<file path="src/lcd_timing_pkg.sv">
package lcd_timing_pkg;

	localparam int cycles_per_us = 5; // fixed clock rate

	// 12 bits hold the longest delay, the power-up wait
	typedef logic [11:0] count_t;

	// power-up and initialization
	localparam count_t power_up_cycles = count_t'(500 * cycles_per_us); // 500 us
	localparam count_t instr_pulse_cycles = count_t'(10 * cycles_per_us); // e high per instr
	localparam count_t short_wait_cycles = count_t'(50 * cycles_per_us); // func set, display ctrl
	localparam count_t clear_wait_cycles = count_t'(200 * cycles_per_us); // after clear
	localparam count_t entry_wait_cycles = count_t'(100 * cycles_per_us); // after entry mode

	// single bus write
	localparam count_t write_setup_cycles = count_t'(1 * cycles_per_us); // e low before pulse
	localparam count_t write_high_cycles = count_t'(13 * cycles_per_us); // e high
	localparam count_t write_low_cycles = count_t'(13 * cycles_per_us); // e low after pulse
	localparam count_t write_total_cycles = count_t'(50 * cycles_per_us); // whole write

endpackage

</file>
<file path="src/lcd_cmd_pkg.sv">
package lcd_cmd_pkg;

	typedef logic [7:0] byte_t;

	// same bit order as the 7-bit config input, two_line is bit 6
	typedef struct packed {
		logic two_line;
		logic font_5x10;
		logic display_on;
		logic cursor_on;
		logic blink_on;
		logic increment;
		logic shift;
	} lcd_config_t;

	// write request word, rs is bit 9
	typedef struct packed {
		logic  rs;
		logic  rw;
		byte_t data;
	} lcd_bus_t;

	// panel pins
	typedef struct packed {
		logic  e;
		logic  rs;
		logic  rw;
		byte_t data;
	} lcd_pins_t;

	// fixed high bits of the init instructions
	localparam logic [3:0] op_function_set = 4'b0011; // 8-bit bus
	localparam logic [4:0] op_display_ctrl = 5'b00001;
	localparam byte_t op_clear = 8'b0000_0001;
	localparam logic [5:0] op_entry_mode = 6'b000001;

endpackage

</file>
<file path="src/lcd_init_seq.sv">
module lcd_init_seq (
	input  logic                      clk,
	input  logic                      reset,
	input  lcd_cmd_pkg::lcd_config_t  cfg,
	output lcd_cmd_pkg::lcd_pins_t    init_pins,
	output logic                      init_done
);
	import lcd_timing_pkg::*;
	import lcd_cmd_pkg::*;

	typedef enum logic [3:0] {
		power_up,
		function_set,
		func_wait,
		display_ctrl,
		ctrl_wait,
		clear,
		clear_wait,
		entry_mode,
		entry_wait,
		done
	} state_t;

	state_t      state;
	state_t      next_state;
	count_t      count; // shared by all states
	count_t      state_len;
	logic        last;
	lcd_config_t cfg_q;
	byte_t       instr_data;

	always_comb begin
		state_len = '0;
		next_state = state;
		case (state)
			power_up: begin
				state_len = power_up_cycles;
				next_state = function_set;
			end
			function_set: begin
				state_len = instr_pulse_cycles;
				next_state = func_wait;
			end
			func_wait: begin
				state_len = short_wait_cycles;
				next_state = display_ctrl;
			end
			display_ctrl: begin
				state_len = instr_pulse_cycles;
				next_state = ctrl_wait;
			end
			ctrl_wait: begin
				state_len = short_wait_cycles;
				next_state = clear;
			end
			clear: begin
				state_len = instr_pulse_cycles;
				next_state = clear_wait;
			end
			clear_wait: begin
				state_len = clear_wait_cycles;
				next_state = entry_mode;
			end
			entry_mode: begin
				state_len = instr_pulse_cycles;
				next_state = entry_wait;
			end
			entry_wait: begin
				state_len = entry_wait_cycles;
				next_state = done;
			end
			default: ; // done holds
		endcase
	end

	assign last = (count == state_len - 1'b1);

	always_ff @(posedge clk) begin
		if (reset) begin
			state <= power_up;
			count <= '0;
		end else if (state != done) begin
			if (last) begin
				state <= next_state;
				count <= '0;
			end else begin
				count <= count + 1'b1;
			end
		end
	end

	// config held from end of power-up onward
	always_ff @(posedge clk) begin
		if (state == power_up && last)
			cfg_q <= cfg;
	end

	always_comb begin
		instr_data = '0;
		case (state)
			function_set: instr_data = {op_function_set, cfg_q.two_line, cfg_q.font_5x10, 2'b00};
			display_ctrl: instr_data = {op_display_ctrl, cfg_q.display_on, cfg_q.cursor_on,
				cfg_q.blink_on};
			clear:        instr_data = op_clear;
			entry_mode:   instr_data = {op_entry_mode, cfg_q.increment, cfg_q.shift};
			default:      instr_data = '0; // waits drive zero
		endcase
	end

	// e only in the instruction states, rs and rw always low
	assign init_pins = '{
		e:    (state == function_set) || (state == display_ctrl) ||
		      (state == clear) || (state == entry_mode),
		rs:   1'b0,
		rw:   1'b0,
		data: instr_data
	};

	assign init_done = (state == done);

endmodule

</file>
<file path="src/lcd_write_seq.sv">
module lcd_write_seq (
	input  logic                    clk,
	input  logic                    reset,
	input  logic                    wr_start,
	input  lcd_cmd_pkg::lcd_bus_t   wr_req,
	output lcd_cmd_pkg::lcd_pins_t  wr_pins,
	output logic                    wr_active
);
	import lcd_timing_pkg::*;
	import lcd_cmd_pkg::*;

	typedef enum logic {
		idle,
		cycle
	} state_t;

	state_t   state;
	count_t   count;
	lcd_bus_t req_q; // word held for the whole write
	logic     e_high;

	always_ff @(posedge clk) begin
		if (reset) begin
			state <= idle;
			count <= '0;
		end else begin
			case (state)
				idle: begin
					if (wr_start) begin
						state <= cycle;
						count <= '0;
					end
				end
				cycle: begin
					if (count == write_total_cycles - 1'b1) // end of write
						state <= idle;
					else
						count <= count + 1'b1;
				end
				default: state <= idle;
			endcase
		end
	end

	always_ff @(posedge clk) begin
		if (state == idle && wr_start)
			req_q <= wr_req;
	end

	// setup phase, then the high phase, low for the remainder
	assign e_high = (count >= write_setup_cycles) &&
		(count < write_setup_cycles + write_high_cycles);

	assign wr_active = (state == cycle);

	always_comb begin
		wr_pins = '0;
		if (state == cycle) begin
			wr_pins.e = e_high;
			wr_pins.rs = req_q.rs;
			wr_pins.rw = req_q.rw; // rw high driven only, no readback
			wr_pins.data = req_q.data;
		end
	end

endmodule

</file>
<file path="src/lcd_pin_arbiter.sv">
module lcd_pin_arbiter (
	input  logic                    clk,
	input  logic                    reset,
	input  logic                    wr_strobe,
	input  lcd_cmd_pkg::lcd_bus_t   wr_word,
	input  logic                    init_done,
	input  logic                    wr_active,
	input  lcd_cmd_pkg::lcd_pins_t  init_pins,
	input  lcd_cmd_pkg::lcd_pins_t  wr_pins,
	output logic                    wr_start,
	output lcd_cmd_pkg::lcd_bus_t   wr_req,
	output lcd_cmd_pkg::lcd_pins_t  pins,
	output logic                    busy
);
	import lcd_cmd_pkg::*;

	logic      accept;
	lcd_pins_t pins_sel;

	// strobes outside this window are dropped
	assign accept = wr_strobe && init_done && !wr_active && !wr_start;

	always_ff @(posedge clk) begin
		if (reset)
			wr_start <= 1'b0;
		else
			wr_start <= accept; // one-cycle pulse
	end

	always_ff @(posedge clk) begin
		if (accept)
			wr_req <= wr_word;
	end

	// init owns the pins until done, the write sequencer after
	assign pins_sel = init_done ? wr_pins : init_pins;

	always_ff @(posedge clk) begin
		if (reset) begin
			pins <= '0;
			busy <= 1'b1;
		end else begin
			pins <= pins_sel;
			busy <= !init_done || wr_active || wr_start || accept; // covers the start gap
		end
	end

endmodule

</file>
<file path="src/lcd_controller.sv">
module lcd_controller (
	input  logic                      clk,
	input  logic                      reset,
	input  lcd_cmd_pkg::lcd_config_t  cfg,
	input  logic                      wr_strobe,
	input  lcd_cmd_pkg::lcd_bus_t     wr_word,
	output lcd_cmd_pkg::lcd_pins_t    pins,
	output logic                      busy
);
	import lcd_cmd_pkg::*;

	lcd_pins_t init_pins;
	lcd_pins_t wr_pins;
	lcd_bus_t  wr_req;
	logic      init_done;
	logic      wr_start;
	logic      wr_active;

	lcd_init_seq u_init_seq (
		.clk       (clk),
		.reset     (reset),
		.cfg       (cfg),
		.init_pins (init_pins),
		.init_done (init_done)
	);

	lcd_write_seq u_write_seq (
		.clk       (clk),
		.reset     (reset),
		.wr_start  (wr_start),
		.wr_req    (wr_req),
		.wr_pins   (wr_pins),
		.wr_active (wr_active)
	);

	lcd_pin_arbiter u_pin_arbiter (
		.clk       (clk),
		.reset     (reset),
		.wr_strobe (wr_strobe),
		.wr_word   (wr_word),
		.init_done (init_done),
		.wr_active (wr_active),
		.init_pins (init_pins),
		.wr_pins   (wr_pins),
		.wr_start  (wr_start),
		.wr_req    (wr_req),
		.pins      (pins),
		.busy      (busy)
	);

endmodule

</file>
<file path="config.mk">
export PLATFORM = sky130hd
export DESIGN_NAME = lcd_controller
export DESIGN_NICKNAME = d
export VERILOG_FILES = /design/src/lcd_timing_pkg.sv /design/src/lcd_cmd_pkg.sv /design/src/lcd_init_seq.sv /design/src/lcd_write_seq.sv /design/src/lcd_pin_arbiter.sv /design/src/lcd_controller.sv
export SDC_FILE = /design/constraint.sdc
export NUM_CORES = 1
export LEC_CHECK = 0
export BUFFER_PORTS_ARGS = -buffer_cell sky130_fd_sc_hd__buf_4
export CORE_UTILIZATION = 35
export DETAILED_ROUTE_END_ITERATION = 7
export PLACE_DENSITY_LB_ADDON = 0.1
export SLEW_MARGIN = 20
export SYNTH_ARGS = -nofsm -noshare
export SYNTH_HDL_FRONTEND = slang
export SYNTH_SLANG_ARGS = --single-unit
</file>
<file path="constraint.sdc">
create_clock -name clk -period 7 [get_ports clk]
set_input_delay 0.7 -clock clk [delete_from_list [all_inputs] [get_ports clk]]
set_output_delay 0.7 -clock clk [all_outputs]
set_load 0.05 [all_outputs]
</file>
* Word-level counts from Yosys, hierarchy flattened
Index checks and enable logic that the tools add are counted.
** Operators by class
- Add/subtract/negate cells :: 3
- Order comparisons :: 2
- Equality and inequality tests :: 14
- Muxes and demuxes :: 12
- Bitwise operators :: 2
- Reductions and logical operators :: 22
** Operators with widths (count)
- 12-bit one-hot mux with 5 select lines :: 1
- 12-bit 2-to-1 mux :: 3
- 4-bit one-hot mux with 9 select lines :: 1
- 12-bit by 1-bit adder with 12-bit output (second input constant) :: 2
- 12-bit one-hot mux with 2 select lines :: 1
- 6-bit one-hot mux with 4 select lines :: 1
- 11-bit 2-to-1 mux :: 2
- 4-bit by 3-bit equality test with 1-bit output (second input constant) :: 4
- 12-bit equality test :: 1
- 12-bit by 8-bit equality test with 1-bit output (second input constant) :: 1
- 12-bit by 3-bit >= comparator with 1-bit output (second input constant) :: 1
- 12-bit by 7-bit less-than comparator with 1-bit output (second input constant) :: 1
- 12-bit by 1-bit subtractor with 12-bit output (second input constant) :: 1
- 9-bit nonzero test :: 1
- 4-bit by 2-bit equality test with 1-bit output (second input constant) :: 2
- 4-bit equality test (second input constant) :: 2
- 1-bit logical AND :: 6
- 1-bit logical OR :: 6
- 4-bit by 1-bit equality test with 1-bit output (second input constant) :: 1
- 4-bit logical NOT :: 1
- 4-bit inequality test (second input constant) :: 1
- 4-bit OR reduction :: 1
- 1-bit logical NOT :: 3
- 3-bit AND reduction :: 1
- other kinds (8) :: 10
** Storage, ports and cells
- Register bits after elaboration :: 69
- Input bits :: 20
- Word-level logic and storage cells :: 78

* Depth between registers and ports, before layout
- Depth after elaboration :: 6
- Mapped depth :: 13

* By module
A second synthesis with hierarchy kept.
** Unflattened totals
- Cells, all modules :: 326
- Area, all modules :: 3306.9 µm²
** By module, submodules not included
- lcd_init_seq :: times used 1, cells each 165, area an instance 1408.9 µm²
- lcd_write_seq :: times used 1, cells each 108, area an instance 1116.1 µm²
- lcd_pin_arbiter :: times used 1, cells each 53, area an instance 782.0 µm²

* Least setup slack after synthesis
No wires, ideal clock.
- Kind :: reg-to-reg
- Start point :: register u_init_seq.state[2]
- End point :: register u_init_seq.cfg_q[0] (netlist name), enable pin
- Setup time :: 0.380 ns
- Data arrival time :: 2.707 ns
- Setup slack :: 3.912 ns
- Stages on the path, launching flop included :: 12
- Buffers on the path :: 4
- Cells stage by stage :: dfxtp_1 > buf_2 > or3_1 > clkbuf_1 > ha_1 > clkbuf_1 > nor3b_1 > a21oi_1 > o31ai_1 > nand4_4 > clkbuf_1 > nor3_1
** On the way
- Longest elaborated chain between the ends :: 6
- Elaborated cells on any way between the ends :: 15
- Those cells by class :: add/sub (1); eq/ne (9); mux (1); reduce/logical (4)
** RTL lines
- start, declared :: RTL line lcd_init_seq.sv:24 : state_t state;
- start signal, assigned :: RTL line lcd_init_seq.sv:80 : state <= power_up;
- start signal, assigned :: RTL line lcd_init_seq.sv:84 : state <= next_state;
- 4-bit by 3-bit equality test with 1-bit output, or another cell as far along :: RTL line lcd_init_seq.sv:35 : case (state)
- 4-bit OR reduction (no source line) or 2-bit OR reduction (tied branches)
- 12-bit one-hot mux with 5 select lines :: RTL line lcd_init_seq.sv:35
- 12-bit by 1-bit subtractor with 12-bit output :: RTL line lcd_init_seq.sv:76 : assign last = (count == state_len - 1'b1);
- 12-bit equality test :: RTL line lcd_init_seq.sv:76
- 1-bit logical AND (*) :: RTL line lcd_init_seq.sv:94 : if (state == power_up && last)
- end signal, assigned :: RTL line lcd_init_seq.sv:95 : cfg_q <= cfg;
- end, declared :: RTL line lcd_init_seq.sv:29 : lcd_config_t cfg_q;
Mark *: on every way between the ends. The rest lies on a longest branch, timed or not.
A chain may end at the register's enable or synchronous reset.

* Worst setup path in the final report
- Start point :: register u_init_seq.state[0]
- End point :: register u_init_seq.cfg_q[6] (netlist name), enable pin
Same word-level chain as after synthesis.

==> key figures <==
Detailed routing
  • DR WL/cell: 13.38 um
  • Vias/cell: 5.023
  • Routed via count: 2190
  • TritonRoute pass-1 iters: 4
  • WL final: 5832 um
  • Initial DRC count: 84
  • Drt drc: 0
  • Routed Antenna Nets: 0

Layout
  • Area of the multi-input gates: 1254 um^2
  • Area Growth Syn to Fin: 17.16%
  • # diodes: 0
  • Filler instances: 817
  • Register area: 1652 um^2
  • Fin nets: 351
  • Finished Layout Cells: 436
  • Layout cell share with drive strength beyond 1: 18.73%

Place
  • Port Buffer Count: 31
  • Placed insts: 420
  • RD Place Congestion: 0.7709
  • Detailed placer's ending HPWL: 4053 um

Critical path
  • R2R depth: 7
  • Worst EP required: 6.97 ns
  • R2r setup slk: 3.64 ns
  • Crit-path leading delay family: simple AND/OR/NAND/NOR gates
  • CP peak stage delay: 0.78 ns
  • CP Max Fanout: 19
  • Crit Path Class: reg2reg
  • Critical path depth: 7
  • Slowest-stage cell, CP: nor3_1
  • Critical path endpoint category: flop
  • CP Cell Sequence: or3_1 -> ha_1 -> nor3b_1 -> a21oi_1 -> o31ai_1 -> nand4_4 -> nor3_1
  • WP data arrival: 3.33 ns
  • Startpoint types: flop
  • Reg-to-reg endpoint: u_init_seq.cfg_q[6]
  • FF-to-FF Start: u_init_seq.state[0]
  • Critical path buffers and inverters: 0

Flow run
  • Max Cap Viol: 0

Power and ir drop
  • Total power: 744.8 uW
  • PwrDens: 212.1 nW/um^2
  • Static leakage: 1.251 nW
  • Peak VDD IR: 0.1079 mV

Hold path
  • Min-delay src: u_pin_arbiter.wr_req[9]
  • Hold WC Path Type: reg2reg
  • Hold endpoint: u_write_seq.req_q[9]
  • Hold path cells: 0

Yosys
  • Syn_area_per_cell: 10.06 um^2
  • Synthesized flop and latch total: 69
  • Seq/Total Area, Yosys: 55.11%
  • Commonest cells post-synth: dfxtp_1 (42), edfxtp_1 (27), nand2_1 (27), nor2_1 (27)
  • Fraction of synthesis flops using an asynchronous set or reset pin: 0%
  • Area share of the largest cell type after synthesis: 28.06%
  • Syn Inst Count: 298
  • Post-Syn Nets: 323
  • Most numerous cell in the Yosys netlist: dfxtp_1
  • EDFF count, synth: 27
  • Largest cells by area after synthesis: dfxtp_1 (28%), edfxtp_1 (27%), nand2_1 (3.4%)
  • Unique masters post-synth: 46
  • Post-synthesis cell area: 2997 um^2
  • Yosys top cell by area: dfxtp_1
  • Synth Warn #: 0
  • Most used DFF post-synth: dfxtp_1

Timing
  • Max Fclk: 297.7 MHz
  • Rel. slew slack: 39.14%
  • Worst-Margin Slew: 0.9059 ns
  • Pins Over Slew Limit: 0
  • Setup TNS: 0 ns
  • RSZ-0062 raised after global routing: no
  • Post-layout min period: 3.359 ns
  • Setup-failing EPs final: 0
  • Period utilization: 47.99%
  • Clock Skew: 0.01630 ns
  • Fin. Hold Viols: 0

Floorplan
  • DIE AREA: 8936 um^2
  • I/O pins: 32
  • DIE HEIGHT: 94.53 um
  • Horiz. Die Dim: 94.53 um
  • # rows: 33
  • Initial Utilization: 36.29%
  • Core ar.: 8258 um^2

CTS
  • Htree depth: 3
  • Clock root cell: clkbuf_8
  • Worst-path clk slew: 0.09 ns
  • Hold_buf cts: 0
  • Post_cts resized: 0
  • Clk buf depth: 2
  • Number of setup buffers added after CTS: 0
  • Sink Count: 69
  • CTS Buf Count: 9
  • Skew-Pair Late Insertion Delay: 0.35 ns
  • CTS tree: built

Global route
  • Initial antenna violation count: 0
  • Largest net degree at the start of global routing: 31
  • GRT Total Usage: 14.70%
  • Remaining Overflow, GRT: 0
  • Vias in the first global route: 2087
  • First-pass GRT wire length: 9880 um

Outcome
  • Status: finished clean
through the flow:
stage / utilization [%] / worst slack, ns / area [um^2] / hold slack [ns]
after detailed placement: 40.14 / 3.629 / 3314 / 0.4045
after global placement: 40.14 / 3.672 / 3314 / 0.4026
after CTS: 42.52 / 3.627 / 3511 / 0.4273
after global routing: 42.52 / 3.245 / 3511 / 0.4348
final: 42.52 / 3.641 / 3511 / 0.4248
after floorplan: - / 3.912 / 2997 / 0.4003
cell usage in the layout (no fill, tap or decap), drive strengths merged, types with 2 or more instances in the layout:
cell,n
or4b,2
or2,4
mux2,3
nor2,27
or4,2
nand4b,2
and3,4
dfxtp,42
o21a,2
edfxtp,27
ha,5
nor3,16
or3,2
nand4,5
nand2b,4
a22o,4
nor2b,2
a21oi,19
buf,33
nor3b,3
xor2,11
nand2,27
clkbuf,9
clkinv,2
nand3,18
xnor2,6
and2,6
inv,12
a32o,2
a31oi,5
o31ai,2
o21ai,11
where the power goes:
group / switching, mW / internal (mW)
clock network: 0.172 / 0.140
logic: 0.00572 / 0.00887
registers: 0.00206 / 0.417
how the worst max path moves through the flow:
| stage | to | startpoint | slack, ns |
|---|---|---|---|
| final | u_init_seq.cfg_q[6] | u_init_seq.state[0] | 3.64 |
| after CTS | u_init_seq.cfg_q[4] | u_init_seq.state[2] | 3.63 |
| after global placement | u_init_seq.cfg_q[0] | u_init_seq.state[2] | 3.67 |
| after floorplan | u_init_seq.cfg_q[0] | u_init_seq.state[2] | 3.91 |
| after detailed placement | u_init_seq.cfg_q[2] | u_init_seq.state[2] | 3.63 |
| after global routing | u_init_seq.cfg_q[5] | u_init_seq.state[2] | 3.24 |
routing by layer:
layer / vias to the layer above / wire length (um) / global-route usage (%)
li1: 1120 / - / -
met1: 1036 / 2785 / 18.73
met2: 32 / 2779 / 22.64
met3: 2 / 226 / 5.233
met4: 0 / 40 / 5.934
met5: - / 0 / 0
kinds of logic (layout without fill, tap and decap cells):
logic type               after synthesis  after routing  share of synthesized area, %
adder cells (fa/ha/maj)                5              5                         2.088
XOR/XNOR                              17             17                         4.969
buffers and inverters                 24             57                         3.048
AND/OR/NAND/NOR                      126            126                         21.80
flip-flops                            69             69                         55.12
multiplexers                           3              3                         1.127
AO/OA/AOI/OAI                         54             54                         11.86
flip-flops by register name, indices dropped and copies added, names as in the netlist:
signal                  cells
u_pin_arbiter.pins         11
u_write_seq.count          12
u_init_seq.cfg_q            7
u_init_seq.count           12
u_write_seq.wr_active       1
u_init_seq.state            4
u_pin_arbiter.busy          1
u_write_seq.req_q          10
u_pin_arbiter.wr_req       10
u_pin_arbiter.wr_start      1
final cells by class:
cell class / instances / share of cell area (%)
sequential: 69 / 47.04
tap: 105 / 3.742
timing repair buffer: 33 / 7.056
clock buffer: 9 / 3.528
multi-input combinational: 205 / 35.71
clock inverter: 7 / 2.067
inverter: 8 / 0.8553
Power figures use the tool's default switching activity.
